## src/mc_harness_pkg.sv

```systemverilog
// harness package with link constants, opcodes and packet formats
`default_nettype none

package mc_harness_pkg;

  // link geometry
  localparam int ADDR_WIDTH = 8;
  localparam int DATA_WIDTH = 32;
  localparam int X_CORD_WIDTH = 4;

  // x coordinate of the memory column
  localparam logic [X_CORD_WIDTH-1:0] MEM_X_CORD = 4'd0;
  localparam int MEM_DEPTH = 256;

  // tag programming
  localparam int TAG_WIDTH = 8;
  localparam int NUM_TAG_CLIENTS = 2;
  localparam int TAG_CYCLES = TAG_WIDTH * NUM_TAG_CLIENTS;
  localparam int TAG_CNT_WIDTH = $clog2(TAG_CYCLES);
  localparam int TAG_SEL_WIDTH = $clog2(NUM_TAG_CLIENTS);
  localparam int TAG_BIT_WIDTH = $clog2(TAG_WIDTH);

  localparam logic [TAG_WIDTH-1:0] MEM_NODE_ID = 8'h5a;
  localparam logic [TAG_WIDTH-1:0] TIEOFF_NODE_ID = 8'hc3;

  // client slots, programmed from index 0 upwards
  localparam int MEM_TAG_IDX = 0;
  localparam int TIEOFF_TAG_IDX = 1;
  localparam logic [NUM_TAG_CLIENTS-1:0][TAG_WIDTH-1:0] TAG_NODE_IDS = {
    TIEOFF_NODE_ID,
    MEM_NODE_ID
  };

  // cycles from tag done to core reset release
  localparam int RESET_DEPTH = 3;

  typedef enum logic {
    OP_READ,
    OP_WRITE
  } link_op_e;

  typedef enum logic [1:0] {
    RSP_READ_DATA,
    RSP_WRITE_ACK,
    RSP_ERROR
  } link_rsp_e;

  typedef struct packed {
    link_op_e                op;
    logic [X_CORD_WIDTH-1:0] x_cord;
    logic [ADDR_WIDTH-1:0]   addr;
    logic [DATA_WIDTH-1:0]   data;
  } link_req_s;

  typedef struct packed {
    link_rsp_e             rsp_type;
    logic [TAG_WIDTH-1:0]  src_id;
    logic [DATA_WIDTH-1:0] data;
  } link_rsp_s;

endpackage

`default_nettype wire
```

## src/mc_tag_master.sv

```systemverilog
// tag master that shifts node identifiers into the link endpoints after reset
`timescale 1ns/10ps
`default_nettype none

module mc_tag_master (
  input  logic                                       clk_i,
  input  logic                                       arst_n_i,
  output logic [mc_harness_pkg::NUM_TAG_CLIENTS-1:0] tag_en_o,
  output logic                                       tag_bit_o,
  output logic                                       tag_done_o
);

  logic [mc_harness_pkg::TAG_CNT_WIDTH-1:0] cnt_r;
  logic                                     done_r;
  logic [mc_harness_pkg::TAG_SEL_WIDTH-1:0] client_sel;
  logic [mc_harness_pkg::TAG_BIT_WIDTH-1:0] bit_sel;
  logic [mc_harness_pkg::TAG_WIDTH-1:0]     cur_id;

  // one shift per cycle until every client has its identifier
  always_ff @(posedge clk_i or negedge arst_n_i) begin
    if (!arst_n_i) begin
      cnt_r  <= '0;
      done_r <= 1'b0;
    end else if (!done_r) begin
      cnt_r <= cnt_r + 1'b1;
      if (cnt_r == mc_harness_pkg::TAG_CYCLES - 1) begin
        done_r <= 1'b1;
      end
    end
  end

  // upper counter bits pick the client, lower bits the bit slot
  assign client_sel = cnt_r[mc_harness_pkg::TAG_CNT_WIDTH-1 -: mc_harness_pkg::TAG_SEL_WIDTH];
  assign bit_sel    = cnt_r[mc_harness_pkg::TAG_BIT_WIDTH-1:0];
  assign cur_id     = mc_harness_pkg::TAG_NODE_IDS[client_sel];

  // msb goes out first
  assign tag_bit_o = cur_id[mc_harness_pkg::TAG_WIDTH - 1 - bit_sel];

  always_comb begin
    for (int i = 0; i < mc_harness_pkg::NUM_TAG_CLIENTS; i++) begin
      tag_en_o[i] = !done_r && (client_sel == i);
    end
  end

  assign tag_done_o = done_r;

endmodule

`default_nettype wire

```

## config.mk

```make
export PLATFORM = sky130hd
export DESIGN_NAME = mc_tag_master
export DESIGN_NICKNAME = d
export VERILOG_FILES = /design/src/mc_harness_pkg.sv /design/src/mc_tag_master.sv
export SDC_FILE = /design/constraint.sdc
export NUM_CORES = 1
export LEC_CHECK = 0
export BUFFER_PORTS_ARGS = -buffer_cell sky130_fd_sc_hd__buf_2
export CAP_MARGIN = 20
export CELL_PAD_IN_SITES_DETAIL_PLACEMENT = 1
export CELL_PAD_IN_SITES_GLOBAL_PLACEMENT = 1
export CORE_AREA = 5 5 42 44
export CTS_CLUSTER_DIAMETER = 40
export CTS_CLUSTER_SIZE = 14
export DETAILED_ROUTE_END_ITERATION = 10
export DIE_AREA = 0 0 47 49
export GPL_TIMING_DRIVEN = 1
export PLACE_DENSITY = 0.5
export SETUP_SLACK_MARGIN = 0.2
export SLEW_MARGIN = 25
export SYNTH_ARGS = -nofsm -noshare
export SYNTH_HDL_FRONTEND = slang
export SYNTH_SLANG_ARGS = --single-unit
```

## constraint.sdc

```tcl
create_clock -name clk_i -period 1.8 [get_ports clk_i]
set_input_delay 0.36 -clock clk_i [delete_from_list [all_inputs] [get_ports clk_i]]
set_output_delay 0.36 -clock clk_i [all_outputs]
set_load 0.05 [all_outputs]
```

-- Word-level counts from Yosys, hierarchy flattened
Cells that the tools add are included.
- bits in registers: 5
- latch bits: 0
- RAM bits: 0
- bits in read-only memories: 0
- input bits: 2
- output and inout bits: 4
- logic and storage cells: 17
- memories kept: 0
- add/sub/neg operators: 2
- multiply operators: 0
- divide/modulo/power cells: 0
- magnitude comparators: 2
- equal/unequal tests: 1
- shifts and indexed selects: 0
- multiplexer cells: 6
- bitwise operators: 1
- reductions and logical operators: 3
- operator list (kind ; number):
    $lt A32 B4 Y1 const B ; 1
    $mux W8 ; 2
    $add A4 B1 Y4 const B ; 1
    $eq A4 B4 Y1 const B ; 1
    $sub A3 B3 Y4 const A ; 1
    $bmux W1 S3 ; 1
    $mux W1 ; 3
    $logic_and A1 B1 Y1 ; 2
    $lt A1 B2 Y1 const B ; 1
    $logic_not A1 Y1 ; 1
    $not A1 Y1 ; 1

-- Depth between registers and ports, before layout
- depth in word-level cells: 4
- mapped depth: 3
- depth with buffers taken out: 3

-- Least setup slack after synthesis
Ideal clock, no wire load.
- path kind: flip-flop to output port
- start point: register done_r, in the netlist tag_done_o
- end point: output tag_en_o[1] in the netlist's numbering
- data arrival time: 1.394 ns
- slack: 0.046 ns
- stages on the path, launching flop included: 2
- path through: dfrtp_1 nor2b_1
- longest elaborated chain between the ends: 2
- RTL lines (element ; RTL line ; text):
    from (decl) ; mc_tag_master.sv:14 ; logic done_r;
    from (signal assigned) ; mc_tag_master.sv:23 ; done_r <= 1'b0;
    from (signal assigned) ; mc_tag_master.sv:27 ; done_r <= 1'b1;
    $logic_not A1 Y1 ; mc_tag_master.sv:42 ; tag_en_o[i] = !done_r && (client_sel == i);
    $logic_and A1 B1 Y1 ; mc_tag_master.sv:42 ;
    to (decl) ; mc_tag_master.sv:8 ; output logic [mc_harness_pkg::NUM_TAG_CLIENTS-1:0] tag_en_o,
No other way between the ends.

-- Final worst setup path
- start point: register cnt_r[0] in the netlist's numbering
- end point: output tag_bit_o
- longest elaborated chain between the ends: 3
- RTL lines (element ; RTL line ; text):
    from (decl) ; mc_tag_master.sv:13 ; logic [mc_harness_pkg::TAG_CNT_WIDTH-1:0] cnt_r;
    from (signal assigned) ; mc_tag_master.sv:25 ; cnt_r <= cnt_r + 1'b1;
    $sub A3 B3 Y4 ; mc_tag_master.sv:38 ; assign tag_bit_o = cur_id[mc_harness_pkg::TAG_WIDTH - 1 - bit_sel];
    $bmux W1 S3 ; mc_tag_master.sv:38 ;
    $mux W1 (not written as such) ; mc_tag_master.sv:38 ;
    to (decl) ; mc_tag_master.sv:9 ; output logic tag_bit_o,
No other way between the ends. The select of a mux whose other input is x is not followed.

==> flow_metrics.tcl <==
set metrics [dict create \
    status "finished, final reports clean" \
    relSlewSlack_pct 81.3 \
    synthTopCellsByArea "dfrtp_1 (55%), xnor2_1 (15%), ha_1 (5.5%)" \
    multi_input_comb_area_um2 118 \
    p_total_mw 0.245 \
    fin_tns_setup_ps 0 \
    layout-drive-gt1-share_pct 46.4 \
    postCtsSetupRepairBufs 0 \
    layout_common_cells "dfrtp_1 (4), buf_2 (4), xnor2_1 (3), clkbuf_4 (3)" \
    nets 32 \
    drv_cap 0 \
    cts_made_buffers 3 \
    ys_ff_latch 5 \
    crit_path_start_kind "flip-flop" \
    pwr_density_cell_nw_per_um2 749 \
    ys_seq_area_share_pct 55.2 \
    peakVddDrop_mv 0.264 \
    p_leak_nw 0.152 \
    htreeDepth 1 \
    seq_area_um2 126 \
    post-route-util_pct 23.4 \
    hold_violations 0 \
    fp.dieH_um 49 \
    drt-total-wl_um 441 \
    path_clk_slew_ps 50 \
    grt_first_pass_wirelength_um 779 \
    fillers 171 \
    io_buffer_count 5 \
    diodes 0 \
    cp.arrival_ps 1190 \
    clk_path_buf_depth 2 \
    tightest_slew_ps 281 \
    vias 162 \
    drt_iter0_drc 0 \
    power.switching_mw 0.0467 \
    gp_congestion 0.659 \
    pin_count 6 \
    worstSkewPairLatency_ps 240 \
    core_area_um2 1400 \
    grt_overflow 0 \
    skew_ps 6.53 \
    drcViolationCount 0 \
    max_freq_mhz 644 \
    yosys_warnings 0 \
    fp.dieArea_um2 2300 \
    syn_nets 21 \
    clkPwrFrac_pct 52.1 \
    start_util_pct 16.2 \
    place_inst 39 \
    synth_top_area_cell "dfrtp_1" \
    finalCritPeriodShare_pct 86.2 \
    wire_per_inst_um 10.0 \
    clock_sinks 5 \
    combPwrFrac_pct 1.9 \
    cts_tree "yes" \
    cp-end-kind "primary output" \
    ant_nets 0 \
    die_w_um 47 \
    viasPerCell 3.68 \
    grt_pass1_vias 182 \
    instances_no_fill 44 \
    switching_share_pct 19.0 \
    grt_max_degree 9 \
    antenna_found_initial 0 \
    critPathKind "reg -> out" \
    min_period_ps 1550 \
    synth.avg_cell_area_um2 12.6 \
    hp-class "in -> async" \
    cts_root_buffer "clkbuf_4" \
    p_seq_share_pct 46.0 \
    crit_required_ps 1440 \
    netlist_area_um2 226 \
    synth_top_area_share_pct 55.2 \
    syn_inst 18 \
    drt_pre_antenna_iters 1 \
    rsz0062_at_grt "no" \
    critPathMaxFanout 4 \
    setup_violations 0 \
    internal_power_mw 0.199 \
    slew_viol_final 0 \
    synth_cell_type_count 11 \
    area_growth_pct 44.8 \
    track_usage_pct 5.52 \
    rows 14 \
]
[per-stage QoR]
| stage | setup slack [ps] | hold slack, ps | area [µm²] |
|---|---|---|---|
| 2_1_floorplan | 290 | 64.4 | 239 |
| 3_3_place_gp | 397 | 181 | 284 |
| 3_5_place_dp | 390 | 184 | 284 |
| 4_1_cts | 207 | 463 | 327 |
| 5_1_grt | 203 | 464 | 328 |
| 6_report | 248 | 465 | 328 |
[cell usage after synthesis (all sizes together)]
master	n
a31o	1
dfrtp	5
ha	1
mux2	1
nand2	1
nand2b	1
nand4b	1
nor2	1
nor2b	1
o21ai	1
xnor2	4
[worst max-delay path: stages, from the launching register on]
cell and delay [ps]:
dfrtp_1 430, o21ai_2 190, xnor2_2 120, buf_4 210
[area by class of cell]
class / count / area share [%]
sequential: 5 / 38.5
multi-input combinational: 13 / 35.9
timing repair buffer: 6 / 11.5
clock buffer: 4 / 8.02
tap: 16 / 6.11
[registers in the layout, summed over array words and instances (netlist names)]
signal,count
tag_done_o,1
cnt_r,4
[power by group through the flow]
stage | Sequential, mW | Combinational [mW] | Clock [mW]
after global routing | 0.113 | 0.00541 | 0.143
final | 0.113 | 0.00467 | 0.128
after global placement | 0.114 | 0.00307 | 0
after CTS | 0.113 | 0.00495 | 0.137
after detailed placement | 0.114 | 0.00319 | 0
after floorplan | 0.114 | 0.0000000462 | 0
[kinds of logic (layout without fill, tap and decap cells)]
logic type	Yosys count	after routing	share of synthesized area (%)
XOR/XNOR	4	4	15.5
flip-flops	5	5	55.2
AO/OA/AOI/OAI	2	2	6.08
buffers and inverters	0	10	0
adder cells (fa/ha/maj)	1	1	5.52
multiplexers	1	1	4.97
AND/OR/NAND/NOR	5	5	12.7
[path summary, 6_finish.rpt]
check,startpoint,to,slack (ps),depth (start not counted)
max reg2reg,cnt_r[0],cnt_r[1],670,2
max in group asynchronous,arst_n_i,cnt_r[3],1190,2
min reg2reg,cnt_r[3],cnt_r[3],540,1
min,arst_n_i,cnt_r[1],470,2
min in group clk_i,cnt_r[3],cnt_r[3],540,1
max,cnt_r[0],tag_bit_o,250,3
[layer usage]
layer / part of all wire [%] / GRT usage [%]
met5: 0 / 0
met4: 2.0 / 8.29
met2: 39 / 5.88
met1: 49 / 5.35
met3: 10 / 3.69
[what timing repair did]
item | 4_1_cts | 5_1_grt
hold buffers | 1 | 0
endpoints found under the hold margin | 5 | 0
setup endpoints to repair | 1 | 1
gates cloned | 0 | 0
gates resized for setup | 2 | 1
No activity file was read; power rests on OpenSTA's default activity.
