**config.mk**
```make
export PLATFORM = sky130hd
export DESIGN_NAME = mc_link_router_flat
export DESIGN_NICKNAME = d
export VERILOG_FILES = /design/src/mc_harness_pkg.sv /design/src/mc_link_if.sv /design/src/mc_link_router.sv /design/src/flat_wrapper.sv
export SDC_FILE = /design/constraint.sdc
export NUM_CORES = 1
export LEC_CHECK = 0
export ABC_AREA = 1
export BUFFER_PORTS_ARGS = -buffer_cell sky130_fd_sc_hd__clkbuf_2
export CAP_MARGIN = 40
export CORE_AREA = 3 3 104 106
export DETAILED_ROUTE_END_ITERATION = 7
export DIE_AREA = 0 0 107 109
export GPL_TIMING_DRIVEN = 0
export PLACE_DENSITY_LB_ADDON = 0.15
export SLEW_MARGIN = 10
export SYNTH_ARGS = -nofsm -noshare
export SYNTH_HDL_FRONTEND = slang
export SYNTH_SLANG_ARGS = --single-unit
```
**constraint.sdc**
```tcl
create_clock -name vclk -period 1.21
set_clock_uncertainty 0.05 [all_clocks]
set_input_delay 0.0605 -clock vclk [all_inputs]
set_output_delay 0.0605 -clock vclk [all_outputs]
set_load 0.005 [all_outputs]
```
**src/mc_harness_pkg.sv**
```systemverilog
// harness package with link constants, opcodes and packet formats
`default_nettype none

package mc_harness_pkg;

  // link geometry
  localparam int ADDR_WIDTH = 8;
  localparam int DATA_WIDTH = 32;
  localparam int X_CORD_WIDTH = 4;

  // x coordinate of the memory column
  localparam logic [X_CORD_WIDTH-1:0] MEM_X_CORD = 4'd0;
  localparam int MEM_DEPTH = 256;

  // tag programming
  localparam int TAG_WIDTH = 8;
  localparam int NUM_TAG_CLIENTS = 2;
  localparam int TAG_CYCLES = TAG_WIDTH * NUM_TAG_CLIENTS;
  localparam int TAG_CNT_WIDTH = $clog2(TAG_CYCLES);
  localparam int TAG_SEL_WIDTH = $clog2(NUM_TAG_CLIENTS);
  localparam int TAG_BIT_WIDTH = $clog2(TAG_WIDTH);

  localparam logic [TAG_WIDTH-1:0] MEM_NODE_ID = 8'h5a;
  localparam logic [TAG_WIDTH-1:0] TIEOFF_NODE_ID = 8'hc3;

  // client slots, programmed from index 0 upwards
  localparam int MEM_TAG_IDX = 0;
  localparam int TIEOFF_TAG_IDX = 1;
  localparam logic [NUM_TAG_CLIENTS-1:0][TAG_WIDTH-1:0] TAG_NODE_IDS = {
    TIEOFF_NODE_ID,
    MEM_NODE_ID
  };

  // cycles from tag done to core reset release
  localparam int RESET_DEPTH = 3;

  typedef enum logic {
    OP_READ,
    OP_WRITE
  } link_op_e;

  typedef enum logic [1:0] {
    RSP_READ_DATA,
    RSP_WRITE_ACK,
    RSP_ERROR
  } link_rsp_e;

  typedef struct packed {
    link_op_e                op;
    logic [X_CORD_WIDTH-1:0] x_cord;
    logic [ADDR_WIDTH-1:0]   addr;
    logic [DATA_WIDTH-1:0]   data;
  } link_req_s;

  typedef struct packed {
    link_rsp_e             rsp_type;
    logic [TAG_WIDTH-1:0]  src_id;
    logic [DATA_WIDTH-1:0] data;
  } link_rsp_s;

endpackage

`default_nettype wire
```
**src/mc_link_if.sv**
```systemverilog
// request/response link between the host router and one endpoint
`timescale 1ns/10ps
`default_nettype none

interface mc_link_if;

  logic                      req_v;
  logic                      req_ready;
  mc_harness_pkg::link_req_s req;

  logic                      rsp_v;
  logic                      rsp_ready;
  mc_harness_pkg::link_rsp_s rsp;

  modport router (
    output req_v, req, rsp_ready,
    input  req_ready, rsp_v, rsp
  );

  modport endpoint (
    input  req_v, req, rsp_ready,
    output req_ready, rsp_v, rsp
  );

endinterface

`default_nettype wire

```
**src/mc_link_router.sv**
```systemverilog
// host link router that steers requests by x coordinate and merges responses
`timescale 1ns/10ps
`default_nettype none

module mc_link_router (
  input  logic                      core_reset_i,

  input  logic                      host_req_v_i,
  output logic                      host_req_ready_o,
  input  mc_harness_pkg::link_req_s host_req_i,

  output logic                      host_rsp_v_o,
  input  logic                      host_rsp_ready_i,
  output mc_harness_pkg::link_rsp_s host_rsp_o,

  mc_link_if.router                 mem_link,
  mc_link_if.router                 tieoff_link
);

  logic sel_mem;
  logic host_req_v;
  logic dst_ready;

  assign sel_mem = (host_req_i.x_cord == mc_harness_pkg::MEM_X_CORD);

  // nothing enters the endpoints while the core is held in reset
  assign host_req_v = host_req_v_i & ~core_reset_i;

  assign mem_link.req_v    = host_req_v & sel_mem;
  assign mem_link.req      = host_req_i;
  assign tieoff_link.req_v = host_req_v & ~sel_mem;
  assign tieoff_link.req   = host_req_i;

  assign dst_ready        = sel_mem ? mem_link.req_ready : tieoff_link.req_ready;
  assign host_req_ready_o = dst_ready & ~core_reset_i;

  // fixed priority, memory ahead of tieoff
  always_comb begin
    if (mem_link.rsp_v) begin
      host_rsp_o = mem_link.rsp;
    end else begin
      host_rsp_o = tieoff_link.rsp;
    end
  end

  assign host_rsp_v_o          = mem_link.rsp_v | tieoff_link.rsp_v;
  assign mem_link.rsp_ready    = host_rsp_ready_i;
  assign tieoff_link.rsp_ready = host_rsp_ready_i & ~mem_link.rsp_v;

endmodule

`default_nettype wire

```
**src/flat_wrapper.sv**
```systemverilog
// flat-port wrapper written by rule: the top's interface ports become plain ports
module mc_link_router_flat 
  (core_reset_i, host_req_v_i, host_req_ready_o, host_req_i, host_rsp_v_o, host_rsp_ready_i, host_rsp_o, mem_link_req_v, mem_link_req, mem_link_rsp_ready, mem_link_req_ready, mem_link_rsp_v, mem_link_rsp, tieoff_link_req_v, tieoff_link_req, tieoff_link_rsp_ready, tieoff_link_req_ready, tieoff_link_rsp_v, tieoff_link_rsp);
  mc_link_if mem_link_i ();
  mc_link_if tieoff_link_i ();
  input  logic core_reset_i;
  input  logic host_req_v_i;
  output logic host_req_ready_o;
  input  mc_harness_pkg::link_req_s host_req_i;
  output logic host_rsp_v_o;
  input  logic host_rsp_ready_i;
  output mc_harness_pkg::link_rsp_s host_rsp_o;
  output wire logic [$bits(mem_link_i.req_v)-1:0] mem_link_req_v;
  output wire logic [$bits(mem_link_i.req)-1:0] mem_link_req;
  output wire logic [$bits(mem_link_i.rsp_ready)-1:0] mem_link_rsp_ready;
  input wire logic [$bits(mem_link_i.req_ready)-1:0] mem_link_req_ready;
  input wire logic [$bits(mem_link_i.rsp_v)-1:0] mem_link_rsp_v;
  input wire logic [$bits(mem_link_i.rsp)-1:0] mem_link_rsp;
  output wire logic [$bits(tieoff_link_i.req_v)-1:0] tieoff_link_req_v;
  output wire logic [$bits(tieoff_link_i.req)-1:0] tieoff_link_req;
  output wire logic [$bits(tieoff_link_i.rsp_ready)-1:0] tieoff_link_rsp_ready;
  input wire logic [$bits(tieoff_link_i.req_ready)-1:0] tieoff_link_req_ready;
  input wire logic [$bits(tieoff_link_i.rsp_v)-1:0] tieoff_link_rsp_v;
  input wire logic [$bits(tieoff_link_i.rsp)-1:0] tieoff_link_rsp;
  assign mem_link_req_v = mem_link_i.req_v;
  assign mem_link_req = mem_link_i.req;
  assign mem_link_rsp_ready = mem_link_i.rsp_ready;
  assign mem_link_i.req_ready = mem_link_req_ready;
  assign mem_link_i.rsp_v = mem_link_rsp_v;
  assign mem_link_i.rsp = mem_link_rsp;
  assign tieoff_link_req_v = tieoff_link_i.req_v;
  assign tieoff_link_req = tieoff_link_i.req;
  assign tieoff_link_rsp_ready = tieoff_link_i.rsp_ready;
  assign tieoff_link_i.req_ready = tieoff_link_req_ready;
  assign tieoff_link_i.rsp_v = tieoff_link_rsp_v;
  assign tieoff_link_i.rsp = tieoff_link_rsp;
  mc_link_router u_core (.core_reset_i(core_reset_i), .host_req_v_i(host_req_v_i), .host_req_ready_o(host_req_ready_o), .host_req_i(host_req_i), .host_rsp_v_o(host_rsp_v_o), .host_rsp_ready_i(host_rsp_ready_i), .host_rsp_o(host_rsp_o), .mem_link(mem_link_i), .tieoff_link(tieoff_link_i));
endmodule
```
[Word level (Yosys, flattened, before mapping)]
Index checks and enable logic that the tools add are counted.
Operators by class
  reductions and logical operators: 1
  bitwise logic cells: 9
  mux-type cells: 2
Operators with widths (count)
  42-bit two-way mux: 1
  1-bit AND: 5
  4-bit zero test: 1
  1-bit inverter: 3
  1-bit two-way mux: 1
  1-bit bitwise OR: 1
Storage, ports and cells
  input bits: 136
  register bits: 0

[Logic depth before layout (Yosys ltp)]
  depth in word-level cells: 3
  mapped depth: 5

[Worst setup path after synthesis]
OpenSTA, ideal clock, no wires.
  path kind: input port to output port
  start point: input mem_link_rsp_v
  end point: output host_rsp_o[0] (netlist bit)
  path slack: 0.623 ns
  buffers on the path: 2
  cell stages on the path: 5
  arrival: 0.476 ns
  cells stage by stage: buf_6 -> inv_4 -> buf_6 -> nand2_1 -> nand2_1
RTL lines
  start, declared: line flat_wrapper.sv:17  | input wire logic [$bits(mem_link_i.rsp_v)-1:0] mem_link_rsp_v;
  end, declared: line flat_wrapper.sv:12  | output mc_harness_pkg::link_rsp_s host_rsp_o;

[Worst setup path in the final report]
  start point: input host_req_i[41] (netlist bit)
  end point: output host_req_ready_o
On the way
  word-level cells in the longest chain between the ends: 3
RTL lines
  start, declared: line flat_wrapper.sv:9  | input mc_harness_pkg::link_req_s host_req_i;
  4-bit zero test: line mc_link_router.sv:24  | assign sel_mem = (host_req_i.x_cord == mc_harness_pkg::MEM_X_CORD);
  1-bit two-way mux: line mc_link_router.sv:34  | assign dst_ready = sel_mem ? mem_link.req_ready : tieoff_link.req_ready;
  1-bit AND: line mc_link_router.sv:35  | assign host_req_ready_o = dst_ready & ~core_reset_i;
  end, declared: line flat_wrapper.sv:8  | output logic host_req_ready_o;
No other way between the ends.

==> load_flow_metrics.sql <==
INSERT INTO impl_metrics (metric_group, metric, value, unit) VALUES
('status', 'run_status', 'finished clean', ''),
('power_and_ir_drop', 'switch_share', '38.4', '%'),
('detailed_routing', 'wirelength', '6.20', 'mm'),
('finish', 'regArea', '0', 'um2'),
('timing', 'rsz0062_at_grt', 'no', ''),
('floorplan', 'std_cell_rows', '36', ''),
('synthesis', 'synth_fp_nets', '378', ''),
('power_and_ir_drop', 'leakage', '1.87', 'nW'),
('setup_path', 'worst-endpoint-required', '1.10', 'ns'),
('power_and_ir_drop', 'p_per_cell_area', '333', 'mW/mm2'),
('timing', 'period_needed', '0.846', 'ns'),
('synthesis', 'seq_area_frac_synth', '0', '%'),
('placement', 'detailed_place.area', '0.00264', 'mm2'),
('grt', 'grt_pass1_vias', '1882', ''),
('power_and_ir_drop', 'total_power', '0.879', 'mW'),
('floorplan', 'die_height', '109', 'um'),
('timing', 'setup_viol_count_final', '0', ''),
('timing', 'timing.setup.tns', '0', 'ns'),
('synthesis', 'ys_types', '9', ''),
('placement', 'place.gp.congestion', '0.720', ''),
('timing', 'layout_worst_path_cycle_share', '69.9', '%'),
('detailed_routing', 'route.vias.total', '2095', ''),
('setup_path', 'worstSetupPathType', 'input port to output port', ''),
('setup_path', 'worstSetupStartpoint', 'host_req_i[41]', ''),
('floorplan', 'die_width', '107', 'um'),
('cts', 'count_of_cells_resized_by_post_cts_repair', '0', ''),
('detailed_routing', 'post-route-drc-count', '0', ''),
('setup_path', 'worst-endpoint-arrival', '0.74', 'ns'),
('grt', 'grt.total_usage', '8.58', '%'),
('finish', 'finish.net_count', '612', ''),
('cts', 'cts.repair_timing.setup_buffer_count', '0', ''),
('setup_path', 'critical_path.startpoint_type', 'input port', ''),
('cts', 'cts-hold-fix-buffers', '0', ''),
('detailed_routing', 'via_per_inst', '3.45', ''),
('power_and_ir_drop', 'net_switching_component_of_the_power', '0.338', 'mW'),
('setup_path', 'cp_max_fo', '4', ''),
('finish', 'instances_no_fill', '607', ''),
('job', 'maxCapViolCount', '0', ''),
('synthesis', 'mappedNetlistArea', '0.00131', 'mm2'),
('setup_path', 'critical_path.endpoint_type', 'output port', ''),
('detailed_routing', 'drt-wirelength-per-cell', '10.2', 'um'),
('finish', 'postLayoutCellArea', '0.00264', 'mm2'),
('power_and_ir_drop', 'clockPowerShare', '0', '%'),
('floorplan', 'floorplan.io_pins', '274', ''),
('floorplan', 'fp.coreArea', '0.00986', 'mm2'),
('finish', 'share_of_cells_above_drive_strength_1', '70.5', '%'),
('finish', 'numSequentialCells', '0', ''),
('floorplan', 'initial_utilization', '13.3', '%'),
('power_and_ir_drop', 'share_seq_of_total_power', '0', '%'),
('timing', 'actual_transition_at_the_worst_max_transition_pin', '0.260', 'ns'),
('synthesis', 'avgSynthCellArea', '5.42', 'um2'),
('grt', 'grt_pass1_wl', '8.40', 'mm'),
('timing', 'max_clock_freq', '1180', 'MHz'),
('synthesis', 'netlist_instances', '242', ''),
('placement', 'placed_cell_count', '607', ''),
('finish', 'area_growth_syn_to_layout', '101', '%'),
('placement', 'io_buffers', '232', ''),
('placement', 'hpwlAfterDp', '5.74', 'mm'),
('detailed_routing', 'firstDrtPassIters', '4', ''),
('power_and_ir_drop', 'combinationalPowerShare', '100.0', '%'),
('grt', 'number_of_antenna_violations_at_the_first_check_in_global_routing', '0', ''),
('synthesis', 'ys.warnings.count', '0', ''),
('finish', 'n_antenna_cell', '0', ''),
('timing', 'slew-limit-headroom', '82.6', '%'),
('synthesis', 'synth_top_cells_by_area', 'buf_4, nand2_1, buf_6', ''),
('detailed_routing', 'drt_iter0_drc', '57', ''),
('synthesis', 'synth_top_area_share', '54.4', '%'),
('synthesis', 'yosys.area.top_type', 'buf_4', ''),
('finish', 'clock_buffer_count', '0', ''),
('power_and_ir_drop', 'worst_vdd_drop', '0.108', 'mV'),
('worst_hold_path', 'hold_crit_class', 'input port to output port', ''),
('timing', 'final_max_slew_viol_count', '0', ''),
('detailed_routing', 'antenna_violating_nets_post_route', '0', ''),
('grt', 'maximum_number_of_pins_on_one_net_before_global_route_repair', '11', ''),
('timing', 'hold_violation_total_from_the_final_report', '0', ''),
('finish', 'utilization', '26.8', '%'),
('grt', 'grt_overflow', '0', ''),
('worst_hold_path', 'hp-start', 'host_req_i[7]', ''),
('power_and_ir_drop', 'cell_internal_pwr', '0.542', 'mW'),
('floorplan', 'fp.dieArea', '0.0117', 'mm2');
## cells in the mapped netlist
library cell,n
nand2_1,129
or2_2,1
a21oi_1,2
buf_4,95
buf_6,5
nor2_1,5
inv_4,1
nand3_1,1
inv_1,3
## critical path: stages
cell      delay, ns
clkbuf_2       0.11
nor2_1         0.23
a21oi_1        0.11
nor2_1         0.11
clkbuf_2       0.12
## power groups by stage
| stage | combinational (mW) | clock (mW) | sequential, mW |
|---|---|---|---|
| floorplan | 0.436 | 0 | 0 |
| global placement | 0.896 | 0 | 0 |
| detailed placement | 0.897 | 0 | 0 |
| CTS | 0.901 | 0 | 0 |
| global route | 0.978 | 0 | 0 |
| finish | 0.879 | 0 | 0 |
## routing by layer
| metal | up-vias | wire (um) | global-route usage [%] |
|---|---|---|---|
| met5 | - | 0 | 0 |
| met4 | 0 | 0 | 0 |
| met3 | 0 | 778 | 1.54 |
| met2 | 158 | 3520 | 19.3 |
| met1 | 847 | 1900 | 8.32 |
| li1 | 1090 | - | - |
## cells by family after synthesis
kind of cell	after synthesis	synth area share, %
buffers and inverters	104	60.0
AO/OA/AOI/OAI	2	0.763
AND/OR/NAND/NOR	136	39.2
## through the flow
step / worst slack [ns] / hold slack (ns)
floorplan: 0.623 / 0.138
global placement: 0.380 / 0.241
detailed placement: 0.352 / 0.240
CTS: 0.351 / 0.241
global route: 0.276 / 0.243
finish: 0.364 / 0.239
## layout by cell type, fill, tap and decap left out
cell        n
a21oi_1     2
nand3_1     1
inv_1       3
buf_6       5
nand2_1   129
or2_2       1
buf_4      95
inv_4       1
clkbuf_2  232
nor2_1      5
## final timing paths
path	to	slack, ns	cells after the start
setup / recovery	host_req_ready_o	0.36	5
hold / removal	mem_link_req[7]	0.24	2
## layout make-up
cell class                 count  area (um2)
tap                          133         166
fill                        1137        7230
inverter                       4        17.5
timing repair buffer         232        1160
buffer                       100         769
multi-input combinational    138         524
Power figures use the tool's default switching activity.
