### src/mc_harness_pkg.sv
// harness package with link constants, opcodes and packet formats
`default_nettype none

package mc_harness_pkg;

  // link geometry
  localparam int ADDR_WIDTH = 8;
  localparam int DATA_WIDTH = 32;
  localparam int X_CORD_WIDTH = 4;

  // x coordinate of the memory column
  localparam logic [X_CORD_WIDTH-1:0] MEM_X_CORD = 4'd0;
  localparam int MEM_DEPTH = 256;

  // tag programming
  localparam int TAG_WIDTH = 8;
  localparam int NUM_TAG_CLIENTS = 2;
  localparam int TAG_CYCLES = TAG_WIDTH * NUM_TAG_CLIENTS;
  localparam int TAG_CNT_WIDTH = $clog2(TAG_CYCLES);
  localparam int TAG_SEL_WIDTH = $clog2(NUM_TAG_CLIENTS);
  localparam int TAG_BIT_WIDTH = $clog2(TAG_WIDTH);

  localparam logic [TAG_WIDTH-1:0] MEM_NODE_ID = 8'h5a;
  localparam logic [TAG_WIDTH-1:0] TIEOFF_NODE_ID = 8'hc3;

  // client slots, programmed from index 0 upwards
  localparam int MEM_TAG_IDX = 0;
  localparam int TIEOFF_TAG_IDX = 1;
  localparam logic [NUM_TAG_CLIENTS-1:0][TAG_WIDTH-1:0] TAG_NODE_IDS = {
    TIEOFF_NODE_ID,
    MEM_NODE_ID
  };

  // cycles from tag done to core reset release
  localparam int RESET_DEPTH = 3;

  typedef enum logic {
    OP_READ,
    OP_WRITE
  } link_op_e;

  typedef enum logic [1:0] {
    RSP_READ_DATA,
    RSP_WRITE_ACK,
    RSP_ERROR
  } link_rsp_e;

  typedef struct packed {
    link_op_e                op;
    logic [X_CORD_WIDTH-1:0] x_cord;
    logic [ADDR_WIDTH-1:0]   addr;
    logic [DATA_WIDTH-1:0]   data;
  } link_req_s;

  typedef struct packed {
    link_rsp_e             rsp_type;
    logic [TAG_WIDTH-1:0]  src_id;
    logic [DATA_WIDTH-1:0] data;
  } link_rsp_s;

endpackage

`default_nettype wire
### src/mc_link_if.sv
// request/response link between the host router and one endpoint
`timescale 1ns/10ps
`default_nettype none

interface mc_link_if;

  logic                      req_v;
  logic                      req_ready;
  mc_harness_pkg::link_req_s req;

  logic                      rsp_v;
  logic                      rsp_ready;
  mc_harness_pkg::link_rsp_s rsp;

  modport router (
    output req_v, req, rsp_ready,
    input  req_ready, rsp_v, rsp
  );

  modport endpoint (
    input  req_v, req, rsp_ready,
    output req_ready, rsp_v, rsp
  );

endinterface

`default_nettype wire

### src/mc_link_tieoff.sv
// link tieoff endpoint that answers every request with an error response
`timescale 1ns/10ps
`default_nettype none

module mc_link_tieoff (
  input  logic        clk_i,
  input  logic        arst_n_i,
  input  logic        core_reset_i,
  input  logic        tag_en_i,
  input  logic        tag_bit_i,
  mc_link_if.endpoint link
);

  localparam int PAD_WIDTH = mc_harness_pkg::DATA_WIDTH - mc_harness_pkg::ADDR_WIDTH;

  logic [mc_harness_pkg::TAG_WIDTH-1:0] node_id_r;
  logic                                 rsp_v_r;
  mc_harness_pkg::link_rsp_s            rsp_r;
  logic                                 req_fire;

  assign link.req_ready = ~rsp_v_r;
  assign req_fire       = link.req_v & ~rsp_v_r;

  always_ff @(posedge clk_i or negedge arst_n_i) begin
    if (!arst_n_i) begin
      node_id_r <= '0;
    end else if (tag_en_i) begin
      node_id_r <= {node_id_r[mc_harness_pkg::TAG_WIDTH-2:0], tag_bit_i};
    end
  end

  always_ff @(posedge clk_i or negedge arst_n_i) begin
    if (!arst_n_i) begin
      rsp_v_r <= 1'b0;
    end else if (core_reset_i) begin
      rsp_v_r <= 1'b0;
    end else if (req_fire) begin
      rsp_v_r <= 1'b1;
    end else if (link.rsp_ready) begin
      rsp_v_r <= 1'b0;
    end
  end

  // error carries the offending address
  always_ff @(posedge clk_i) begin
    if (req_fire) begin
      rsp_r.rsp_type <= mc_harness_pkg::RSP_ERROR;
      rsp_r.src_id   <= node_id_r;
      rsp_r.data     <= {{PAD_WIDTH{1'b0}}, link.req.addr};
    end
  end

  assign link.rsp_v = rsp_v_r;
  assign link.rsp   = rsp_r;

endmodule

`default_nettype wire

### src/flat_wrapper.sv
// flat-port wrapper written by rule: the top's interface ports become plain ports
module mc_link_tieoff_flat 
  (clk_i, arst_n_i, core_reset_i, tag_en_i, tag_bit_i, link_req_v, link_req, link_rsp_ready, link_req_ready, link_rsp_v, link_rsp);
  mc_link_if link_i ();
  input  logic clk_i;
  input  logic arst_n_i;
  input  logic core_reset_i;
  input  logic tag_en_i;
  input  logic tag_bit_i;
  input wire logic [$bits(link_i.req_v)-1:0] link_req_v;
  input wire logic [$bits(link_i.req)-1:0] link_req;
  input wire logic [$bits(link_i.rsp_ready)-1:0] link_rsp_ready;
  output wire logic [$bits(link_i.req_ready)-1:0] link_req_ready;
  output wire logic [$bits(link_i.rsp_v)-1:0] link_rsp_v;
  output wire logic [$bits(link_i.rsp)-1:0] link_rsp;
  assign link_i.req_v = link_req_v;
  assign link_i.req = link_req;
  assign link_i.rsp_ready = link_rsp_ready;
  assign link_req_ready = link_i.req_ready;
  assign link_rsp_v = link_i.rsp_v;
  assign link_rsp = link_i.rsp;
  mc_link_tieoff u_core (.clk_i(clk_i), .arst_n_i(arst_n_i), .core_reset_i(core_reset_i), .tag_en_i(tag_en_i), .tag_bit_i(tag_bit_i), .link(link_i));
endmodule
### config.mk
export PLATFORM = sky130hd
export DESIGN_NAME = mc_link_tieoff_flat
export DESIGN_NICKNAME = d
export VERILOG_FILES = /design/src/mc_harness_pkg.sv /design/src/mc_link_if.sv /design/src/mc_link_tieoff.sv /design/src/flat_wrapper.sv
export SDC_FILE = /design/constraint.sdc
export NUM_CORES = 1
export LEC_CHECK = 0
export ABC_CLOCK_PERIOD_IN_PS = 1810
export BUFFER_PORTS_ARGS = -buffer_cell sky130_fd_sc_hd__buf_2
export CAP_MARGIN = 10
export CORE_ASPECT_RATIO = 0.7
export CORE_MARGIN = 4
export CORE_UTILIZATION = 36
export CTS_BUF_LIST = sky130_fd_sc_hd__clkbuf_16
export DETAILED_ROUTE_END_ITERATION = 6
export GPL_ROUTABILITY_DRIVEN = 0
export PLACE_DENSITY = 0.78
export SLEW_MARGIN = 20
export SYNTH_ARGS = -nofsm -noshare
export SYNTH_HDL_FRONTEND = slang
export SYNTH_SLANG_ARGS = --single-unit
### constraint.sdc
create_clock -name clk_i -period 1.81 [get_ports clk_i]
set_input_delay 0.2715 -clock clk_i [delete_from_list [all_inputs] [get_ports clk_i]]
set_output_delay 0.2715 -clock clk_i [all_outputs]
set_load 0.01 [all_outputs]
**Word-level counts from Yosys, hierarchy flattened**

Cells that the tools add are included.

- Word-level logic and storage cells: 10
- ROM bits: 0
- Bits in writable memories: 0
- Latch bits: 0
- Bits in registers: 25
- Memories: 0

- Divide/modulo/power cells: 0
- Eq/ne operators: 0
- Bitwise operators: 2
- Reductions and logical operators: 1
- Shifts and indexed selects: 0
- $add $sub $neg: 0
- $mul: 0
- Magnitude comparators: 0
- Multiplexer cells: 3

Operators by type and width:

| operator | count |
|---|---|
| $mux W1 | 3 |
| $reduce_bool A3 Y1 | 1 |
| $and A1 B1 Y1 | 1 |
| $not A1 Y1 | 1 |

**Depth between registers and ports, before layout**

Gate-level depths: netlist (run 1).

- Word-level depth: 4
- Gate-level depth with buffers: 2
- Depth with buffers taken out: 2

**Worst setup path before layout (run 1)**

Ideal clock, no wire load.

- Kind: register -> register
- Start point: register u_core.rsp_v_r (netlist: u_core.link.rsp_v)
- End point: register u_core.rsp_r (netlist bit u_core.link.rsp[0]) (enable)
- Data required time: 1.418 ns
- Setup slack: 0.201 ns
- Arrival time: 1.217 ns
- Path buffers: 0
- Cell stages (with the launch flop): 2
- Cell sequence: dfrtp_1 > nor2b_1

- Longest elaborated chain between the ends: 2

RTL lines:

| element | line | RTL |
|---|---|---|
| start, declared | mc_link_tieoff.sv:17 | `logic rsp_v_r;` |
| start signal, assigned | mc_link_tieoff.sv:34 | `rsp_v_r <= 1'b0;` |
| start signal, assigned | mc_link_tieoff.sv:36 | `rsp_v_r <= 1'b0;` |
| start signal, assigned | mc_link_tieoff.sv:38 | `rsp_v_r <= 1'b1;` |
| $not A1 Y1 | mc_link_tieoff.sv:22 | `assign req_fire = link.req_v & ~rsp_v_r;` |
| $and A1 B1 Y1 | mc_link_tieoff.sv:22 |  |
| net u_core.req_fire | mc_link_tieoff.sv:19 | `logic req_fire;` |
| end, declared | mc_link_tieoff.sv:18 | `mc_harness_pkg::link_rsp_s rsp_r;` |

The timed path passes the listed nets, and every way through them passes these cells.
A chain may end at the register's enable or synchronous reset.

**Worst setup path after layout (run 1)**

- Start point: register u_core.rsp_v_r (netlist: u_core.link.rsp_v)
- End point: output link_req_ready

- Longest elaborated chain between the ends: 1

RTL lines:

| element | line | RTL |
|---|---|---|
| $not A1 Y1 | mc_link_tieoff.sv:21 | `assign link.req_ready = ~rsp_v_r;` |
| end, declared | flat_wrapper.sv:13 | `output wire logic [$bits(link_i.req_ready)-1:0] link_req_ready;` |

No other way between the ends.

==> results of run 1 <==
## repair_timing
item | CTS | global route
hold endpoints to repair | 9 | 0
setup buffers | 0 | 0
hold buffers | 1 | 0
gates resized for setup | 0 | 0
## power groups by stage
stage / clock network (W) / logic [W] / registers, W
5_1_grt: 0.000503 / 0.000222 / 0.000780
4_1_cts: 0.000482 / 0.000204 / 0.000773
2_1_floorplan: 0 / 0.000155 / 0.000783
3_3_place_gp: 0 / 0.000195 / 0.000768
6_report: 0.000470 / 0.000202 / 0.000769
3_5_place_dp: 0 / 0.000201 / 0.000775
## routing by layer
layer | vias up | track usage (%) | part of all wire (%) | wire, microns
li1 | 237 | - | - | -
met1 | 245 | 8.97 | 33 | 597
met2 | 52 | 15.9 | 45 | 802
met3 | 3 | 4.10 | 20 | 359
met4 | 0 | 4.60 | 1.6 | 29
met5 | - | 0 | 0 | 0
## synth_stat cells, drive strengths merged
cell	number	area, sq um
o21ba	1	10.0
nor2b	2	12.5
dfrtp	9	225
buf	27	206
edfxtp	16	480
mux2	8	120
conb	2	7.51
inv	1	3.75
## area by class of cell
| cell class | count | share of cell area, % |
|---|---|---|
| Inverter | 1 | 0.300 |
| Tap cell | 36 | 3.60 |
| Clock buffer | 3 | 6.00 |
| Clock inverter | 1 | 0.300 |
| Timing Repair Buffer | 34 | 14.2 |
| Sequential cell | 25 | 56.4 |
| Multi-Input combinational cell | 37 | 19.2 |
## worst min path at each step
| stage | start | slack [ps] | end | cells after the start |
|---|---|---|---|---|
| after detailed placement | arst_n_i | 130 | u_core.node_id_r[4] | 1 |
| after global placement | arst_n_i | 130 | u_core.node_id_r[7] | 1 |
| after global routing | link_req[37] | 190 | u_core.link.rsp[5] | 1 |
| final | link_req[35] | 190 | u_core.link.rsp[3] | 1 |
| after floorplan | arst_n_i | -20 | u_core.link.rsp_v | 0 |
| after CTS | link_req[33] | 190 | u_core.link.rsp[1] | 1 |
## kinds of logic (layout without fill, tap and decap cells)
kind of cell    Yosys count  after routing  synth area share [%]
flops                    25             25                  66.2
compound gates            1              1                 0.939
simple gates              2              2                  1.17
buf+inv                  28             39                  19.7
mux                       8              8                  11.3
other cells               2             26                 0.704
## through the flow
stage          cell area, sq um  hold slack (ps)  total power (W)  worst slack, ps  cells
2_1_floorplan              1160            -24.1         0.000938              201     90
3_3_place_gp               1160              129         0.000963              771    132
3_5_place_dp               1160              130         0.000976              709    132
4_1_cts                    1250              188          0.00146              701    137
5_1_grt                    1250              187          0.00151              665    137
6_report                   1250              192          0.00144              717    137
## registers in the layout, indices dropped and copies added, names as in the netlist
name,cells
u_core.link.rsp,16
u_core.link.rsp_v,1
u_core.node_id_r,8
## worst max-delay path, stage by stage (launching register included)
cell     delay [ps]
dfrtp_1         400
inv_1            60
buf_2           120
==> summary.md, run 1 <==
| Metric | Value |
|---|---|
| CTS buffer count | `3` |
| Netlist cell types | `9` |
| Tmin final | `about 1100 ps` |
| Area Overhead vs Synth | `17.4%` |
| Seq. cell area | `706 sq um` |
| Num rows | `16` |
| Worst Setup EP | `link_req_ready` |
| Drt drc | `0` |
| Die span in x | `around 73 microns` |
| DIE HEIGHT | `roughly 54 microns` |
| Seq/Total Area, Yosys | `around two thirds` |
| Worst R2R Path Depth | `2` |
| Maxcap violations | `0` |
| Setup crit start | `u_core.link.rsp_v` |
| P_int | `around 0.0011 W` |
| Fmax | `between 900 and 1000 MHz` |
| Pin count of the biggest net entering global routing | `18` |
| Antenna cells | `0` |
| CP endpoint kind | `primary output` |
| Remaining global-route overflow | `0` |
| CTS tree | `built` |
| Vias in the first global route | `519` |
| IO Port Bufs | `32` |
| Clk slew on worst S/H paths | `roughly 60 ps` |
| Final period utilization | `just over 60%` |
| Pwr dens | `about 1200 nW/um^2` |
| Clk buf depth | `2` |
| Clock root buffer master | `clkbuf_16` |
| I/O Pins | `96` |
| Post-Synthesis Cells | `66` |
| Initial antenna violation count | `0` |
| Setup TNS | `0 ps` |
| Vias per cell | `around 3.9` |
| Leakage | `about 0.60 nW` |
| R2R Setup Slk | `720 ps` |
| CP max FO | `4` |
| Worst VDD drop | `about 400 uV` |
| Multi-input gate area | `~240 sq um` |
| Worst Path Arrival | `~820 ps` |
| Routed via count | `around 540` |
| H-tree depth | `1` |
| Pins over their slew limit | `0` |
| Core Area | `about 2800 sq um` |
| Seq pwr share | `roughly 53%` |
| Fin. Hold Viols | `0` |
| Detailed Route WL | `approximately 1.8 mm` |
| Setup violators final | `0` |
| R2R Path Start | `u_core.link.rsp_v` |
| GRT Overall Usage | `8.96%` |
| Status | `completed` |
| Die area | `just under 4000 sq um` |
| Layout cells sized above 1 | `~45%` |
| Initial core utilization | `37.8%` |
| Latest clock arrival within the worst-skew pair | `250 ps` |
| Worst hold path type | `in2reg` |
| First-pass GRT wire length | `around 2.5 mm` |
| Yosys warnings | `0` |
| Switch share | `between 20 and 25%` |
| Iter 0 DRT Violations | `18` |
| RR Endpoint | `u_core.link.rsp[34]` |
| Clock share of power | `around a third` |
| Setup crit start kind | `flip-flop` |
| Comb power frac | `roughly 14%` |
| Most frequent cells in the layout | `32 x buf_2, 26 x conb_1, 16 x edfxtp_1` |
| Fin Clk Skew | `around 3.6 ps` |
| Final ANT Viol Nets | `0` |
| Avg Cell Area, Syn | `between 15 and 20 sq um` |
| Commonest non-fill, non-tap cell in the layout | `buf_2` |
| # fillers | `250` |
| Clock sink total | `25` |
| CP required | `approximately 1500 ps` |
| Mapped Area | `approximately 1100 sq um` |
| DR WL/cell | `around 13 microns` |
| Final core occ | `between 40% and 50%` |
| FF+latch count, synth | `25` |
| RSZ-0062 raised after global routing | `false` |
| 1st-pass router iterations | `3` |
| Sw power | `approximately 0.00032 W` |
| Layout net count | `154` |
| Crit Path Class | `reg2out` |
No activity file was read; power rests on OpenSTA's default activity.
==> run 2: changes to the inputs <==
--- a/config.mk
+++ b/config.mk
@@ -5,7 +5,7 @@
 export SDC_FILE = /design/constraint.sdc
 export NUM_CORES = 1
 export LEC_CHECK = 0
-export ABC_CLOCK_PERIOD_IN_PS = 1810
+export ABC_CLOCK_PERIOD_IN_PS = 1050
 export BUFFER_PORTS_ARGS = -buffer_cell sky130_fd_sc_hd__buf_2
 export CAP_MARGIN = 10
 export CORE_ASPECT_RATIO = 0.7
==> constraint.sdc (replaced) <==
create_clock -name clk_i -period 1.05 [get_ports clk_i]
set_input_delay 0.1575 -clock clk_i [delete_from_list [all_inputs] [get_ports clk_i]]
set_output_delay 0.1575 -clock clk_i [all_outputs]
set_load 0.01 [all_outputs]
==> run 2 against run 1 <==
Against the previous run: largest cell class unchanged; critical path depth stayed put; clock-buffer cell count did not move; cell area rose by 1.8%; worst hold slack worse by 110 ps; critical endpoint is now u_core.link.rsp[0].
==> summary.md, run 2 (synthesized netlist as in run 1, its figures left out) <==
| Metric | Value |
|---|---|
| Initial antenna violation count | `0 (unchanged)` |
| Clk buf depth | `2 (unchanged)` |
| Worst R2R Path Depth | `2 (unchanged)` |
| Tmin final | `between 1000 and 1500 ps` |
| Detailed Route WL | `1.53 mm (-15%)` |
| 1st-pass router iterations | `2 (-1)` |
| Vias in the first global route | `461 (-11%)` |
| CP max FO | `17 (+13)` |
| Pins over their slew limit | `0 (unchanged)` |
| Most frequent cells in the layout | `32 x buf_2, 26 x conb_1, 16 x edfxtp_1` |
| DIE HEIGHT | `53.5 microns (unchanged)` |
| Pin count of the biggest net entering global routing | `18 (unchanged)` |
| Core Area | `2820 sq um (unchanged)` |
| Crit Path Class | `reg2reg` |
| Layout net count | `154 (unchanged)` |
| Die span in x | `73.0 microns (unchanged)` |
| Worst hold path type | `in2reg` |
| Clock root buffer master | `clkbuf_16` |
| Initial core utilization | `37.8% (unchanged)` |
| Routed via count | `518 (-3.5%)` |
| Num rows | `16 (unchanged)` |
| GRT Overall Usage | `7.48% (-1.5 points)` |
| IO Port Bufs | `32 (unchanged)` |
| Leakage | `0.606 nW (+1.1%)` |
| Final ANT Viol Nets | `0 (unchanged)` |
| Finished Cell Area | `1270 sq um (+1.8%)` |
| Pwr dens | `1950 nW/um^2 (+69%)` |
| Hold worst-path end | `u_core.link.rsp[6]` |
| Worst setup margin | `34.5 ps (-682 ps)` |
| Fin cells | `137 (unchanged)` |
| CP required | `1020 ps (-520 ps)` |
| I/O Pins | `96 (unchanged)` |
| Worst Path Arrival | `980 ps (+160 ps)` |
| Setup violators final | `0 (unchanged)` |
| Largest register FFs | `16 (unchanged)` |
| Maxcap violations | `0 (unchanged)` |
| First-pass GRT wire length | `2.13 mm (-15%)` |
| Clk slew on worst S/H paths | `60 ps (about the same)` |
| Commonest non-fill, non-tap cell in the layout | `buf_2` |
| Post-CTS sizing | `0 (unchanged)` |
| Slowest CP cell | `dfrtp_2` |
| Setup crit start kind | `flip-flop` |
| Vias per cell | `3.78 (-3.5%)` |
| R2R Path Start | `u_core.link.rsp_v` |
| CP endpoint kind | `flip-flop` |
| Worst Hold Launch | `link_req[38]` |
| Drt drc | `0 (unchanged)` |
| RSZ-0062 raised after global routing | `false` |
| CP peak stage delay | `430 ps (+30 ps)` |
| CTS buffer count | `3 (unchanged)` |
| Remaining global-route overflow | `0 (unchanged)` |
| Antenna cells | `0 (unchanged)` |
| H-tree depth | `1 (unchanged)` |
| WHS Path Cells | `1 (unchanged)` |
| RR Endpoint | `u_core.link.rsp[0]` |
| DP Area | `1180 sq um (+1.8%)` |
| Final period utilization | `96.7%` |
| DR WL/cell | `11.1 microns (-15%)` |
| Fmax | `around 980 MHz` |
| Latest clock arrival within the worst-skew pair | `250 ps (about the same)` |
| Fin Clk Skew | `1.70 ps (-1.89 ps)` |
| Place WS | `32.7 ps (-676 ps)` |
| CP Cell Sequence | `nor2b_4 > buf_12` |
| Clock sink total | `25 (unchanged)` |
| Worst VDD drop | `642 uV (+63%)` |
| Layout cells sized above 1 | `47.5% (+3.0 points)` |
| Die area | `3910 sq um (unchanged)` |
| CTS tree | `built` |
| Status | `completed` |
| R2R Setup Slk | `30 ps (-680 ps)` |
| Placed Cells | `132 (unchanged)` |
| # fillers | `258 (+3.2%)` |
| Iter 0 DRT Violations | `29 (+11)` |
| Area Overhead vs Synth | `19.5%` |
| Fin. Hold Viols | `0 (unchanged)` |
run 2: changes by cell type in the layout (fill, tap and decap cells not counted):
cell      before  now
buf_12         0    1
buf_4          1    0
clkinv_2       0    1
dfrtp_1        9    8
dfrtp_2        0    1
inv_1          2    1
nor2b_1        2    1
nor2b_4        0    1
run 2: cell type report:
| class | count | area, sq um | area share, % |
|---|---|---|---|
| clock buffers | 3 | 75.1 | 5.89 |
| clock inverters | 1 | 5.00 | 0.393 |
| inverters | 1 | 3.75 | 0.295 |
| multi-input cells | 37 | 248 | 19.4 |
| flip-flops and latches | 25 | 707 | 55.5 |
| well taps | 36 | 45.0 | 3.54 |
| repair buffers | 34 | 190 | 14.9 |
run 2: worst max path at each step:
stage               slack [ps]  depth (start not counted)                   to              start
floorplan                  -60                          1   u_core.link.rsp[0]  u_core.link.rsp_v
global route               0.8                          2       link_req_ready  u_core.link.rsp_v
detailed placement          30                          2  u_core.link.rsp[37]  u_core.link.rsp_v
finish                      30                          2   u_core.link.rsp[0]  u_core.link.rsp_v
global placement            50                          2  u_core.link.rsp[36]  u_core.link.rsp_v
CTS                         30                          2  u_core.link.rsp[38]  u_core.link.rsp_v
run 2: stage by stage:
step	TNS, ps	util, %	total power [W]	hold slack [ps]
floorplan	-900	-	0.00162	-138
global placement	0	41.9	0.00167	16.3
detailed placement	0	41.9	0.00169	18.8
CTS	0	45.1	0.00251	77.6
global route	0	45.1	0.00260	71.1
finish	0	45.1	0.00248	78.0
run 2: critical path, delay by kind of cell, from the launching register on:
kind                   cells  cell delay (ps)
flip-flops                 1              430
AND/OR/NAND/NOR            1              140
buffers and inverters      1              160
run 2: repair_timing:
item / in CTS / in global routing
hold buffers: 1 / 0
buffers inserted: 0 / 0
endpoints found under the hold margin: 9 / 0
run 2: where the power goes:
part	internal (W)	total [W]	switching [W]	leakage, nW
combinational	0.000195	0.000359	0.000164	0.305
clock	0.000511	0.000805	0.000294	0.0409
sequential	0.00123	0.00132	0.0000826	0.260
run 2: per-layer routing:
| metal | wire, microns | up-vias | GRT usage, % | share of wire, % |
|---|---|---|---|---|
| met1 | 574 | 231 | 9.05 | 38 |
| met5 | 0 | - | 0 | 0 |
| met3 | 303 | 3 | 2.99 | 20 |
| met4 | 27 | 0 | 3.68 | 1.8 |
| li1 | - | 238 | - | - |
| met2 | 620 | 46 | 11.7 | 41 |
